### config.mk
export PLATFORM = sky130hd
export DESIGN_NAME = branch_predictor
export DESIGN_NICKNAME = d
export VERILOG_FILES = /design/src/source/bpred_pkg.sv /design/src/source/fetch_pkg.sv /design/src/source/branch_predictor.sv
export SDC_FILE = /design/constraint.sdc
export NUM_CORES = 1
export LEC_CHECK = 0
export ABC_AREA = 1
export BUFFER_PORTS_ARGS = -buffer_cell sky130_fd_sc_hd__buf_4
export CELL_PAD_IN_SITES_DETAIL_PLACEMENT = 0
export CELL_PAD_IN_SITES_GLOBAL_PLACEMENT = 2
export CORE_ASPECT_RATIO = 0.6
export CORE_MARGIN = 2
export CORE_UTILIZATION = 42
export DETAILED_ROUTE_END_ITERATION = 12
export GPL_ROUTABILITY_DRIVEN = 1
export HOLD_SLACK_MARGIN = 0.03
export PLACE_DENSITY = 0.8
export SLEW_MARGIN = 10
export SYNTH_ARGS = -nofsm -noshare
export SYNTH_HDL_FRONTEND = slang
export SYNTH_SLANG_ARGS = --single-unit
### constraint.sdc
create_clock -name clk_i -period 3.25 [get_ports clk_i]
set_input_delay 0.1625 -clock clk_i [delete_from_list [all_inputs] [get_ports clk_i]]
set_output_delay 0.1625 -clock clk_i [all_outputs]
set_load 0.02 [all_outputs]
### src/source/bpred_pkg.sv
// Branch target buffer definitions.
// Counter type and the encoding of the 2-bit saturating counter.

`default_nettype none

package bpred_pkg;

    // 2-bit saturating direction counter
    typedef logic [1:0] ctr_t;

    localparam ctr_t CTR_MIN = 2'd0;
    localparam ctr_t CTR_MAX = 2'd3;

    // counters at or above this value predict taken
    localparam ctr_t CTR_WEAK_TAKEN = 2'd2;

    // value written on allocation of a new entry
    localparam ctr_t CTR_INIT_TAKEN = 2'd2;

endpackage

`default_nettype wire

### src/source/fetch_pkg.sv
// Fetch-side definitions shared by the PC selection logic and the top level.
// Holds the address type, the next-PC select encoding and the
// instruction fetch exception causes.

`default_nettype none

package fetch_pkg;

    // physical instruction address, no translation in this stage
    typedef logic [31:0] addr_t;

    // size of one instruction in bytes
    localparam addr_t INSTR_BYTES = 32'd4;

    // next pc source, driven by the control unit
    typedef enum logic [1:0] {
        SEL_KEEP      = 2'd0,
        SEL_BP_OR_PC4 = 2'd1,
        SEL_JUMP      = 2'd2,
        SEL_DEBUG     = 2'd3
    } next_pc_sel_t;

    // exception cause as carried in the fetch packet
    typedef logic [3:0] xcpt_cause_t;

    // instruction address misaligned
    localparam xcpt_cause_t CAUSE_MISALIGNED = 4'd0;

    // instruction access fault, fetch outside the mapped window
    localparam xcpt_cause_t CAUSE_ACCESS_FAULT = 4'd1;

endpackage

`default_nettype wire

### src/source/branch_predictor.sv
// Direct-mapped branch target buffer with 2-bit saturating counters.
// Lookup on the fetch pc is combinational, training from the execute
// stage is written at the clock edge.

`default_nettype none

module branch_predictor #(
    parameter int BTB_ENTRIES = 16
) (
    input  wire logic             clk_i,
    input  wire logic             rstn_i,
    input  wire fetch_pkg::addr_t pc_i,
    input  wire logic             upd_valid_i,
    input  wire fetch_pkg::addr_t upd_pc_i,
    input  wire logic             upd_taken_i,
    input  wire fetch_pkg::addr_t upd_target_i,
    output logic                  pred_hit_o,
    output logic                  pred_taken_o,
    output fetch_pkg::addr_t      pred_target_o
);
    import bpred_pkg::*;

    localparam int IDX_BITS = $clog2(BTB_ENTRIES);
    localparam int TAG_BITS = 32 - 2 - IDX_BITS;

    typedef logic [IDX_BITS-1:0] idx_t;
    typedef logic [TAG_BITS-1:0] tag_t;

    // entry storage, only the valid bits are reset
    logic             valid_q  [BTB_ENTRIES];
    tag_t             tag_q    [BTB_ENTRIES];
    fetch_pkg::addr_t target_q [BTB_ENTRIES];
    ctr_t             ctr_q    [BTB_ENTRIES];

    idx_t rd_idx;
    tag_t rd_tag;
    idx_t upd_idx;
    tag_t upd_tag;
    logic upd_hit;

    // index from bit 2 upward, tag is what remains above it
    assign rd_idx  = pc_i[IDX_BITS+1:2];
    assign rd_tag  = pc_i[31:IDX_BITS+2];
    assign upd_idx = upd_pc_i[IDX_BITS+1:2];
    assign upd_tag = upd_pc_i[31:IDX_BITS+2];

    // lookup
    assign pred_hit_o    = valid_q[rd_idx] && (tag_q[rd_idx] == rd_tag);
    assign pred_taken_o  = pred_hit_o && (ctr_q[rd_idx] >= CTR_WEAK_TAKEN);
    assign pred_target_o = target_q[rd_idx];

    assign upd_hit = valid_q[upd_idx] && (tag_q[upd_idx] == upd_tag);

    // allocate on a taken miss
    always_ff @(posedge clk_i, negedge rstn_i) begin
        if (!rstn_i) begin
            for (int i = 0; i < BTB_ENTRIES; i++) begin
                valid_q[i] <= 1'b0;
            end
        end else if (upd_valid_i && upd_taken_i && !upd_hit) begin
            valid_q[upd_idx] <= 1'b1;
        end
    end

    // training of tag, target and counter
    always_ff @(posedge clk_i) begin
        if (upd_valid_i) begin
            if (upd_taken_i) begin
                target_q[upd_idx] <= upd_target_i;
                if (upd_hit) begin
                    if (ctr_q[upd_idx] != CTR_MAX) begin
                        ctr_q[upd_idx] <= ctr_q[upd_idx] + 2'd1;
                    end
                end else begin
                    tag_q[upd_idx] <= upd_tag;
                    ctr_q[upd_idx] <= CTR_INIT_TAKEN;
                end
            end else if (upd_hit && (ctr_q[upd_idx] != CTR_MIN)) begin
                // not taken and missing leaves the table alone
                ctr_q[upd_idx] <= ctr_q[upd_idx] - 2'd1;
            end
        end
    end

endmodule

`default_nettype wire

Word-level counts from Yosys, hierarchy flattened
Memory sizes are Yosys's and may differ from the RTL's.
Index checks and enable logic that the tools add are counted.
{ "word_totals": {"latch_bits": 0, "ramBits": 960, "memories": 3, "output_inout_bits": 34, "romBits": 0, "regBits": 16, "wordCells": 68} }
{ "classes": {"eq_ne": 3, "reduce_logical": 9, "mul": 0, "n_shift": 0, "magnitude_cmp": 4, "div": 0, "n_mux": 26, "addsub": 2, "n_bitwise": 5} }
{ "mem_list": {"columns": ["name", "words", "word_bits", "read_ports", "rd_clocked_by_memory_dff", "write_ports", "line", "source"], "rows": [
  ["target_q", 16, 32, 1, 0, 1, "branch_predictor.sv:32", "fetch_pkg::addr_t target_q [BTB_ENTRIES];"],
  ["tag_q", 16, 26, 2, 0, 1, "branch_predictor.sv:31", "tag_t tag_q [BTB_ENTRIES];"],
  ["ctr_q", 16, 2, 2, 0, 1, "branch_predictor.sv:33", "ctr_t ctr_q [BTB_ENTRIES];"]
]} }
{ "ops": {"columns": ["cell", "count"], "rows": [
  ["26-bit equality test", 2],
  ["1-bit 2-to-1 mux", 21],
  ["16-bit bitwise OR", 1],
  ["5-bit greater-or-equal comparator, second input constant", 2],
  ["4-bit NOT with 5-bit output", 2],
  ["1-bit binary-select mux with 4-bit select", 2],
  ["1-bit logical AND", 7],
  ["5-bit by 1-bit < comparator with 1-bit output, second input constant", 1],
  ["1-bit demux with 4-bit select", 1],
  ["2-bit 2-to-1 mux", 2],
  ["2-bit by 1-bit adder with 2-bit output, second input constant", 1],
  ["2-bit greater-or-equal comparator, second input constant", 1],
  ["2-bit inequality test, second input constant", 1],
  ["1-bit bitwise OR", 2],
  ["2-bit nonzero test", 1],
  ["2-bit by 1-bit subtractor with 2-bit output, second input constant", 1],
  ["1-bit logical NOT", 1]
]} }

Logic depth before layout (Yosys ltp)
Gate-level depths: netlist of the first run.
{ "logic_depth": {"ltp_word": 11, "ltp_mapped": 23, "mapped_depth_nobuf": 19} }

Least setup slack after synthesis of the first run
No wires, ideal clock.
{ "synth_path": {"path_type": "input port to flip-flop", "start": "input upd_pc_i[2]", "end": "memory tag_q[10][0] in the netlist's numbering (enable)", "path_slack_ns": 0.015, "path_buffers": 4, "arrival_time_ns": 2.826, "setup_ns": 0.409, "path_stages": 21, "path_cell_list": "buf_4 > inv_4 > buf_6 > buf_2 > nand2_1 > o21ai_0 > nand2_1 > nand2_1 > nand2_1 > nand2_1 > inv_1 > nand2_1 > nand2_1 > nand2_1 > nor2_1 > nand3_1 > nor2_2 > nand2_1 > nand2_2 > buf_2 > nor2_1"} }
{ "synth_between": {"elab_chain_cells": 9, "elab_cells_between_ends": 11, "classes_between": "1 x eq/ne; 7 x mux; 1 x bitwise; 1 x reduce/logical; 1 x memory"} }
{ "synth_rtl": {"columns": ["item", "line", "source"], "rows": [
  ["from (decl)", "branch_predictor.sv:14", "input wire fetch_pkg::addr_t upd_pc_i,"],
  ["branches (longest 9 deep; another with memory read 16 x 26 bit)", null, null],
  ["to (decl)", "branch_predictor.sv:31", null]
]} }
Parallel ways; which one is timed is not known. The select of a mux whose other input is x is not followed.

==> flow_metrics.env, run 1 <==
export IMPL_start_util=0.4237
export IMPL_dr_first_iter_drc_count=3780
export IMPL_row_count=91
export IMPL_grt_ovfl_total=0
export IMPL_fin_crit_ps=3227
export IMPL_reg2reg_to="tag_q[8][25]"
export IMPL_syn2layout_area_growth_pct=18.51
export IMPL_path_class="reg -> out"
export IMPL_rr_startpoint="tag_q[0][13]"
export IMPL_cap_violations=0
export IMPL_timing_final_crit_share=0.9930
export IMPL_dieHeight_um=253.5
export IMPL_drtPass1Iterations=6
export IMPL_drc=0
export IMPL_ys_seq_elements=976
export IMPL_crit_start="tag_q[9][22]"
export IMPL_synth_xor_area_frac=0.001809
export IMPL_outcome="completed"
export IMPL_pin_count=134
export IMPL_start_kind="register"
export IMPL_leakage_nw=18.88
export IMPL_ir_drop_uv=395.7
export IMPL_groute_usage_overall=0.2659
export IMPL_hp_class="in -> reg"
export IMPL_yosys_warnings=0
export IMPL_num_vias=32215
export IMPL_clk_pin_slew_ps=70
export IMPL_tightest_slew_ps=1073
export IMPL_synth_cells=4151
export IMPL_grt_max_degree=197
export IMPL_hold_viol=0
export IMPL_rsz0062_at_grt="yes"
export IMPL_muxShareOfSynthArea=0
export IMPL_synth_compound_area_frac=0.1243
export IMPL_synth_top_family_by_area="simple AND/OR/NAND/NOR gates"
export IMPL_finalNetCount=4458
export IMPL_antenna_found_initial=7
export IMPL_drtAntennaViolNets=0
export IMPL_grt_pass1_wl_um=207000
export IMPL_clk_latency_ps=710
export IMPL_synth_top_area_cell="edfxtp_1"
export IMPL_regArea_um2=29230
export IMPL_fmax_mhz=309.9
export IMPL_core_um2=102800
export IMPL_multi_input_area_um2=12850
export IMPL_fin_worst_skew_ps=19.42
export IMPL_synthDistinctLibCells=36
export IMPL_cts_tree="built"
export IMPL_routabilityCongestion=0.8313
export IMPL_finalInstanceArea_um2=51630
export IMPL_grt_busiest_layer="met1"
export IMPL_dieArea_um2=106400
export IMPL_endpoint_kind="primary output"
export IMPL_placed_cell_area_um2=47800
export IMPL_clkSinkCount=976
export IMPL_worstPathArrival_ps=3060
export IMPL_rrSetupSlack_ps=160
export IMPL_drive_gt1_frac=0.1193
export IMPL_detail_route_wl_per_cell_um=24.33
export IMPL_netlist_area_leader_share=0.6617
export IMPL_fill_cells=9189
export IMPL_die_w_um=419.8
export IMPL_endpoint="pred_hit_o"
export IMPL_required_ps=3090
export IMPL_use_met2=0.3727
export IMPL_synth_avg_cell_area_um2=10.49
export IMPL_syn_num_nets=4253
export IMPL_synthTopCellsByArea="edfxtp_1 66%, nand2_1 9.2%, o21ai_0 6.1%"
export IMPL_ys_seq_area_frac=0.6709
export IMPL_grt_use_met3=0.04700
export IMPL_cp_max_fo=2
export IMPL_p_per_area_nw_per_um2=542.5
export IMPL_slew_violations=0
export IMPL_io_buffers=129
export IMPL_via_per_inst=5.524
export IMPL_fin_tns_setup_ps=0
export IMPL_fin_hold_ws_ps=183.6
export IMPL_htree_num_levels=3
export IMPL_grt_pass1_vias=30286
export IMPL_synthAdderAreaFrac=0.0005744
export IMPL_final_util=0.5021
export IMPL_reg2reg_depth=18
export IMPL_cts_buffers=95
export IMPL_slew_headroom=0.2844
export IMPL_clockBufferDepth=3
export IMPL_yosys_area_share_simple=0.1609
export IMPL_netlist_area_um2=43560
export IMPL_routed_wl_um=141900
export IMPL_gr_usage_met1=0.4276
export IMPL_setup_violations_final=0
export IMPL_root_buffer="clkbuf_16"
export IMPL_dp_hpwl_um=83480
## logic make-up after synthesis
kind of cell	after synthesis
xor gates and xnor gates	9
and+or+nand+nor	1807
DFF	976
buffers and inverters	443
adders and majority gates	2
AOI/OAI and AO/OA	914
## area by class of cell
type                       instances  area share
clock buffer                     123     0.04828
timing repair buffer             387     0.07770
inverter                         164     0.01241
multi-input combinational       2732      0.2489
sequential                       976      0.5661
tap                             1395     0.03381
clock inverter                    54     0.01275
antenna                            1  0.00004847
## Yosys cell counts
cell and number:
or2_2 2, nor2_2 2, nand3_4 1, buf_4 10, buf_1 25, inv_4 1
o21ai_1 7, nor2_4 1, nand2_1 1072, a21o_1 1, a22oi_1 16, nand3_1 130
nor3b_1 1, xnor2_1 8, o22ai_1 58, o31ai_1 1, a21oi_1 69, o211ai_1 107
o221ai_1 111, ha_1 2, nand2_2 1, clkinv_1 1, inv_2 8, o21ai_0 531
clkbuf_1 190, a221oi_1 4, xor2_1 1, nor2_1 582, dfrtp_1 16, inv_1 154
edfxtp_1 960, buf_2 48, nor3_1 8, buf_6 6, o21bai_1 9, nand4_1 7
## flip-flops by register name, indices dropped and copies added (netlist names)
register,flops
target_q,512
valid_q,16
ctr_q,32
tag_q,416
## power breakdown
part	internal [W]	switching, W
Clock	0.00636	0.00501
Sequential	0.0140	0.0000429
Combinational	0.000830	0.00179
Total	0.0212	0.00684
## metrics by stage
step	setup slack (ps)	std cells	total power, W
2_1_floorplan	14.98	4151	0.01561
3_3_place_gp	-30.87	5593	0.01682
3_5_place_dp	-54.23	5593	0.01682
4_1_cts	13.01	5830	0.02819
5_1_grt	-25.36	5832	0.02893
6_report	22.87	5832	0.02801
## cell usage in the layout, fill, tap and decap left out, types with 95 or more instances in the layout
cell type and instances:
nand3_1 129, clkbuf_16 95, o211ai_1 107, o21ai_0 525
edfxtp_1 960, inv_1 151, o221ai_1 111, nor2_1 544
buf_4 247, nand2_1 1070
## layer usage
layer  vias up  share of wire  wire length [µm]
met4         8          0.017              2423
li1      15024              -                 -
met3       171          0.082             11640
met2      1262           0.42             59230
met1     15750           0.48             68550
met5         -        0.00039                56
## repair_timing
item / CTS / global route
endpoints found under the setup margin: 2 / 2
endpoints found under the hold margin: 944 / 0
pin swaps: 2 / 6
hold buffers: 60 / 0
buffers inserted: 0 / 1
gates resized for setup: 6 / 13
## worst min path at each step
stage | depth (start not counted) | from | endpoint
2_1_floorplan | 0 | rstn_i | valid_q[0]
3_3_place_gp | 1 | rstn_i | valid_q[12]
3_5_place_dp | 1 | rstn_i | valid_q[12]
4_1_cts | 6 | upd_pc_i[5] | ctr_q[13][0]
5_1_grt | 6 | upd_pc_i[5] | ctr_q[15][0]
6_report | 6 | upd_pc_i[5] | ctr_q[13][0]
## worst max-delay path: stages, from the launching register on
cell and delay [ps]:
edfxtp_1 490, o21ai_2 280, o21ai_1 110, o21ai_1 210, o21ai_1 80, buf_4 170
xnor2_4 240, nand2_2 90, nor2_1 110, buf_4 130, nand3_4 80, buf_4 150
nor2_4 100, buf_6 120
(Power assumes the default switching activity.)
==> inputs of run 2 (changes only) <==
==> constraint.sdc (replaced) <==
create_clock -name clk_i -period 3.25 [get_ports clk_i]
set_input_delay 0.65 -clock clk_i [delete_from_list [all_inputs] [get_ports clk_i]]
set_output_delay 0.65 -clock clk_i [all_outputs]
set_load 0.02 [all_outputs]
==> run 2 against run 1 <==
  * The run now ends with setup timing left
  * Critical path type is now in -> out
  * Clock skew grew 11 ps
  * Critical path depth is 3 higher
  * Hold slack worse by 11 ps
  * Power fell by 0.14%
  * Global-route usage up 1.3 points
  * Clock power shrank 4%
  * Sequential cell count is the same
==> flow_metrics.env, run 2 (synthesized netlist as in run 1, its figures left out) <==
export IMPL_reg2reg_depth=18
export IMPL_detail_route_wl_per_cell_um=25.01
export IMPL_dieHeight_um=253.5
export IMPL_start_util=0.4237
export IMPL_io_buffers=129
export IMPL_dp_hpwl_um=90320
export IMPL_regMostFlops="target_q"
export IMPL_finalNetCount=4620
export IMPL_p_per_area_nw_per_um2=523.3
export IMPL_clkSinkCount=976
export IMPL_reg_top3="target_q x512, tag_q x416, ctr_q x32"
export IMPL_regArea_um2=29230
export IMPL_clk_pin_slew_ps=70
export IMPL_largest_reg_flops=512
export IMPL_total_power_w=0.02797
export IMPL_multi_input_area_um2=13110
export IMPL_placed_cell_area_um2=49300
export IMPL_die_w_um=419.8
export IMPL_leakage_nw=19.96
export IMPL_crit_slowest_cell="nor3_4"
export IMPL_start_kind="input port"
export IMPL_htree_num_levels=3
export IMPL_fill_cells=9142
export IMPL_hp_class="in -> reg"
export IMPL_drc=0
export IMPL_syn2layout_area_growth_pct=22.69
export IMPL_cp_max_fo=19
export IMPL_routed_wl_um=149900
export IMPL_final_common_cell="nand2_1"
export IMPL_cts_buffers=94
export IMPL_dieArea_um2=106400
export IMPL_final_cell_mix="1055 x nand2_1, 960 x edfxtp_1, 532 x nor2_1, 508 x o21ai_0, 412 x buf_4"
export IMPL_core_um2=102800
export IMPL_ir_drop_uv=403.2
export IMPL_min_path_cells=1
export IMPL_setup_violations_final=2
export IMPL_grt_ovfl_total=0
export IMPL_outcome="finished with violations"
export IMPL_slew_violations=0
export IMPL_pin_count=134
export IMPL_rsz0062_at_grt="yes"
export IMPL_worstPathArrival_ps=2770
export IMPL_cp_slowest_stage_delay_ps=180
export IMPL_groute_usage_overall=0.2787
export IMPL_drive_gt1_frac=0.1723
export IMPL_cts_tree="built"
export IMPL_grt_pass1_vias=31104
export IMPL_path_class="in -> out"
export IMPL_grt_max_degree=111
export IMPL_row_count=91
export IMPL_cap_violations=0
export IMPL_grt_pass1_wl_um=215300
export IMPL_root_buffer="clkbuf_16"
export IMPL_finalInstanceArea_um2=53450
export IMPL_dr_first_iter_drc_count=4011
export IMPL_num_vias=33323
export IMPL_drtAntennaViolNets=0
export IMPL_rr_startpoint="tag_q[13][4]"
export IMPL_postLayoutSetupSlackWorst_ps=-169.4
export IMPL_fin_worst_skew_ps=30.12
export IMPL_required_ps=2600
export IMPL_slew_headroom=0.4588
export IMPL_path_cells="buf_16 > buf_12 > buf_12 > a21oi_1 > o21ai_0 > o211ai_1 > o21ai_2 > o21ai_0 > buf_4 > xnor2_1 > nand2_1 > nor2_4 > buf_8 > nand3_4 > nor3_4 > buf_6"
export IMPL_tightest_slew_ps=809.9
export IMPL_clockBufferDepth=3
export IMPL_fmax_mhz=292.5
export IMPL_fin_crit_ps=3419
export IMPL_crit_start="pc_i[2]"
export IMPL_antenna_found_initial=3
export IMPL_via_per_inst=5.560
export IMPL_hold_viol=0
export IMPL_endpoint_kind="primary output"
export IMPL_routabilityCongestion=0.8327
export IMPL_hold_path_startpoint="upd_pc_i[14]"
export IMPL_clk_latency_ps=710
export IMPL_timing_final_crit_share=1.052
export IMPL_violations="setup timing"
export IMPL_drtPass1Iterations=5
run 2: cell types whose count changed in the layout (fill, tap and decap cells not counted), sizes merged:
| cell | delta |
|---|---|
| buf | +212 |
| bufbuf | +1 |
| bufinv | -2 |
| clkbuf | -1 |
| clkinv | +1 |
| clkinvlp | +2 |
| dlygate4sd3 | -59 |
| inv | +3 |
| nand3 | +1 |
| nor2 | +3 |
run 2: routing by layer:
layer	wire (µm)	GRT usage	up-vias	share of wire
met5	27	0	-	0.00018
met4	3102	0.05951	4	0.021
met3	14380	0.06384	199	0.096
met2	62290	0.3950	1520	0.42
met1	70060	0.4330	16219	0.47
li1	-	-	15381	-
run 2: worst max-delay path, delay by kind of cell:
family	cells	cell delay [ps]
buffers and inverters	6	870
XOR/XNOR	1	100
AND/OR/NAND/NOR	4	500
AO/OA/AOI/OAI	5	590
run 2: final cells by class:
class	instances	share of cell area
multi-input cells	2736	0.2452
repair buffers	545	0.1063
clock buffers	118	0.04569
well taps	1395	0.03266
diodes	1	0.00004682
inverters	164	0.01252
clock inverters	57	0.01051
flip-flops and latches	976	0.5468
repair inverters	1	0.0002107
run 2: where the power goes:
| group | switching, W | internal, W | total [W] |
|---|---|---|---|
| logic | 0.00190 | 0.00103 | 0.00293 |
| clock network | 0.00494 | 0.00608 | 0.0110 |
| registers | 0.0000455 | 0.0140 | 0.0140 |
| total | 0.00688 | 0.0211 | 0.0280 |
run 2: repair_timing:
action,4_1_cts,5_1_grt
hold buffers,1,0
hold endpoints to repair,16,0
gates resized for setup,77,65
pin swaps,23,39
endpoints found under the setup margin,472,477
cloned,9,5
buffers inserted,7,24
run 2: through the flow:
| stage | cells | hold slack, ps | utilization | TNS (ps) | worst slack, ps |
|---|---|---|---|---|---|
| 2_1_floorplan | 4151 | 354.4 | - | -30380 | -84.55 |
| 3_3_place_gp | 5771 | 454.8 | 0.4793 | -490920 | -1194 |
| 3_5_place_dp | 5772 | 464.0 | 0.4795 | -476360 | -1150 |
| 4_1_cts | 5964 | 143.2 | 0.5142 | -290.5 | -153.1 |
| 5_1_grt | 5993 | 146.2 | 0.5199 | -542.7 | -279.3 |
| 6_report | 5993 | 172.5 | 0.5199 | -302.9 | -169.4 |
run 2: worst paths after layout:
check	end	slack, ps
max reg2reg	tag_q[7][21]	120
min reg2reg	valid_q[7]	480
max in group asynchronous	valid_q[4]	2600
min in group asynchronous	valid_q[8]	460
max	pred_taken_o	-170
min	tag_q[4][8]	170
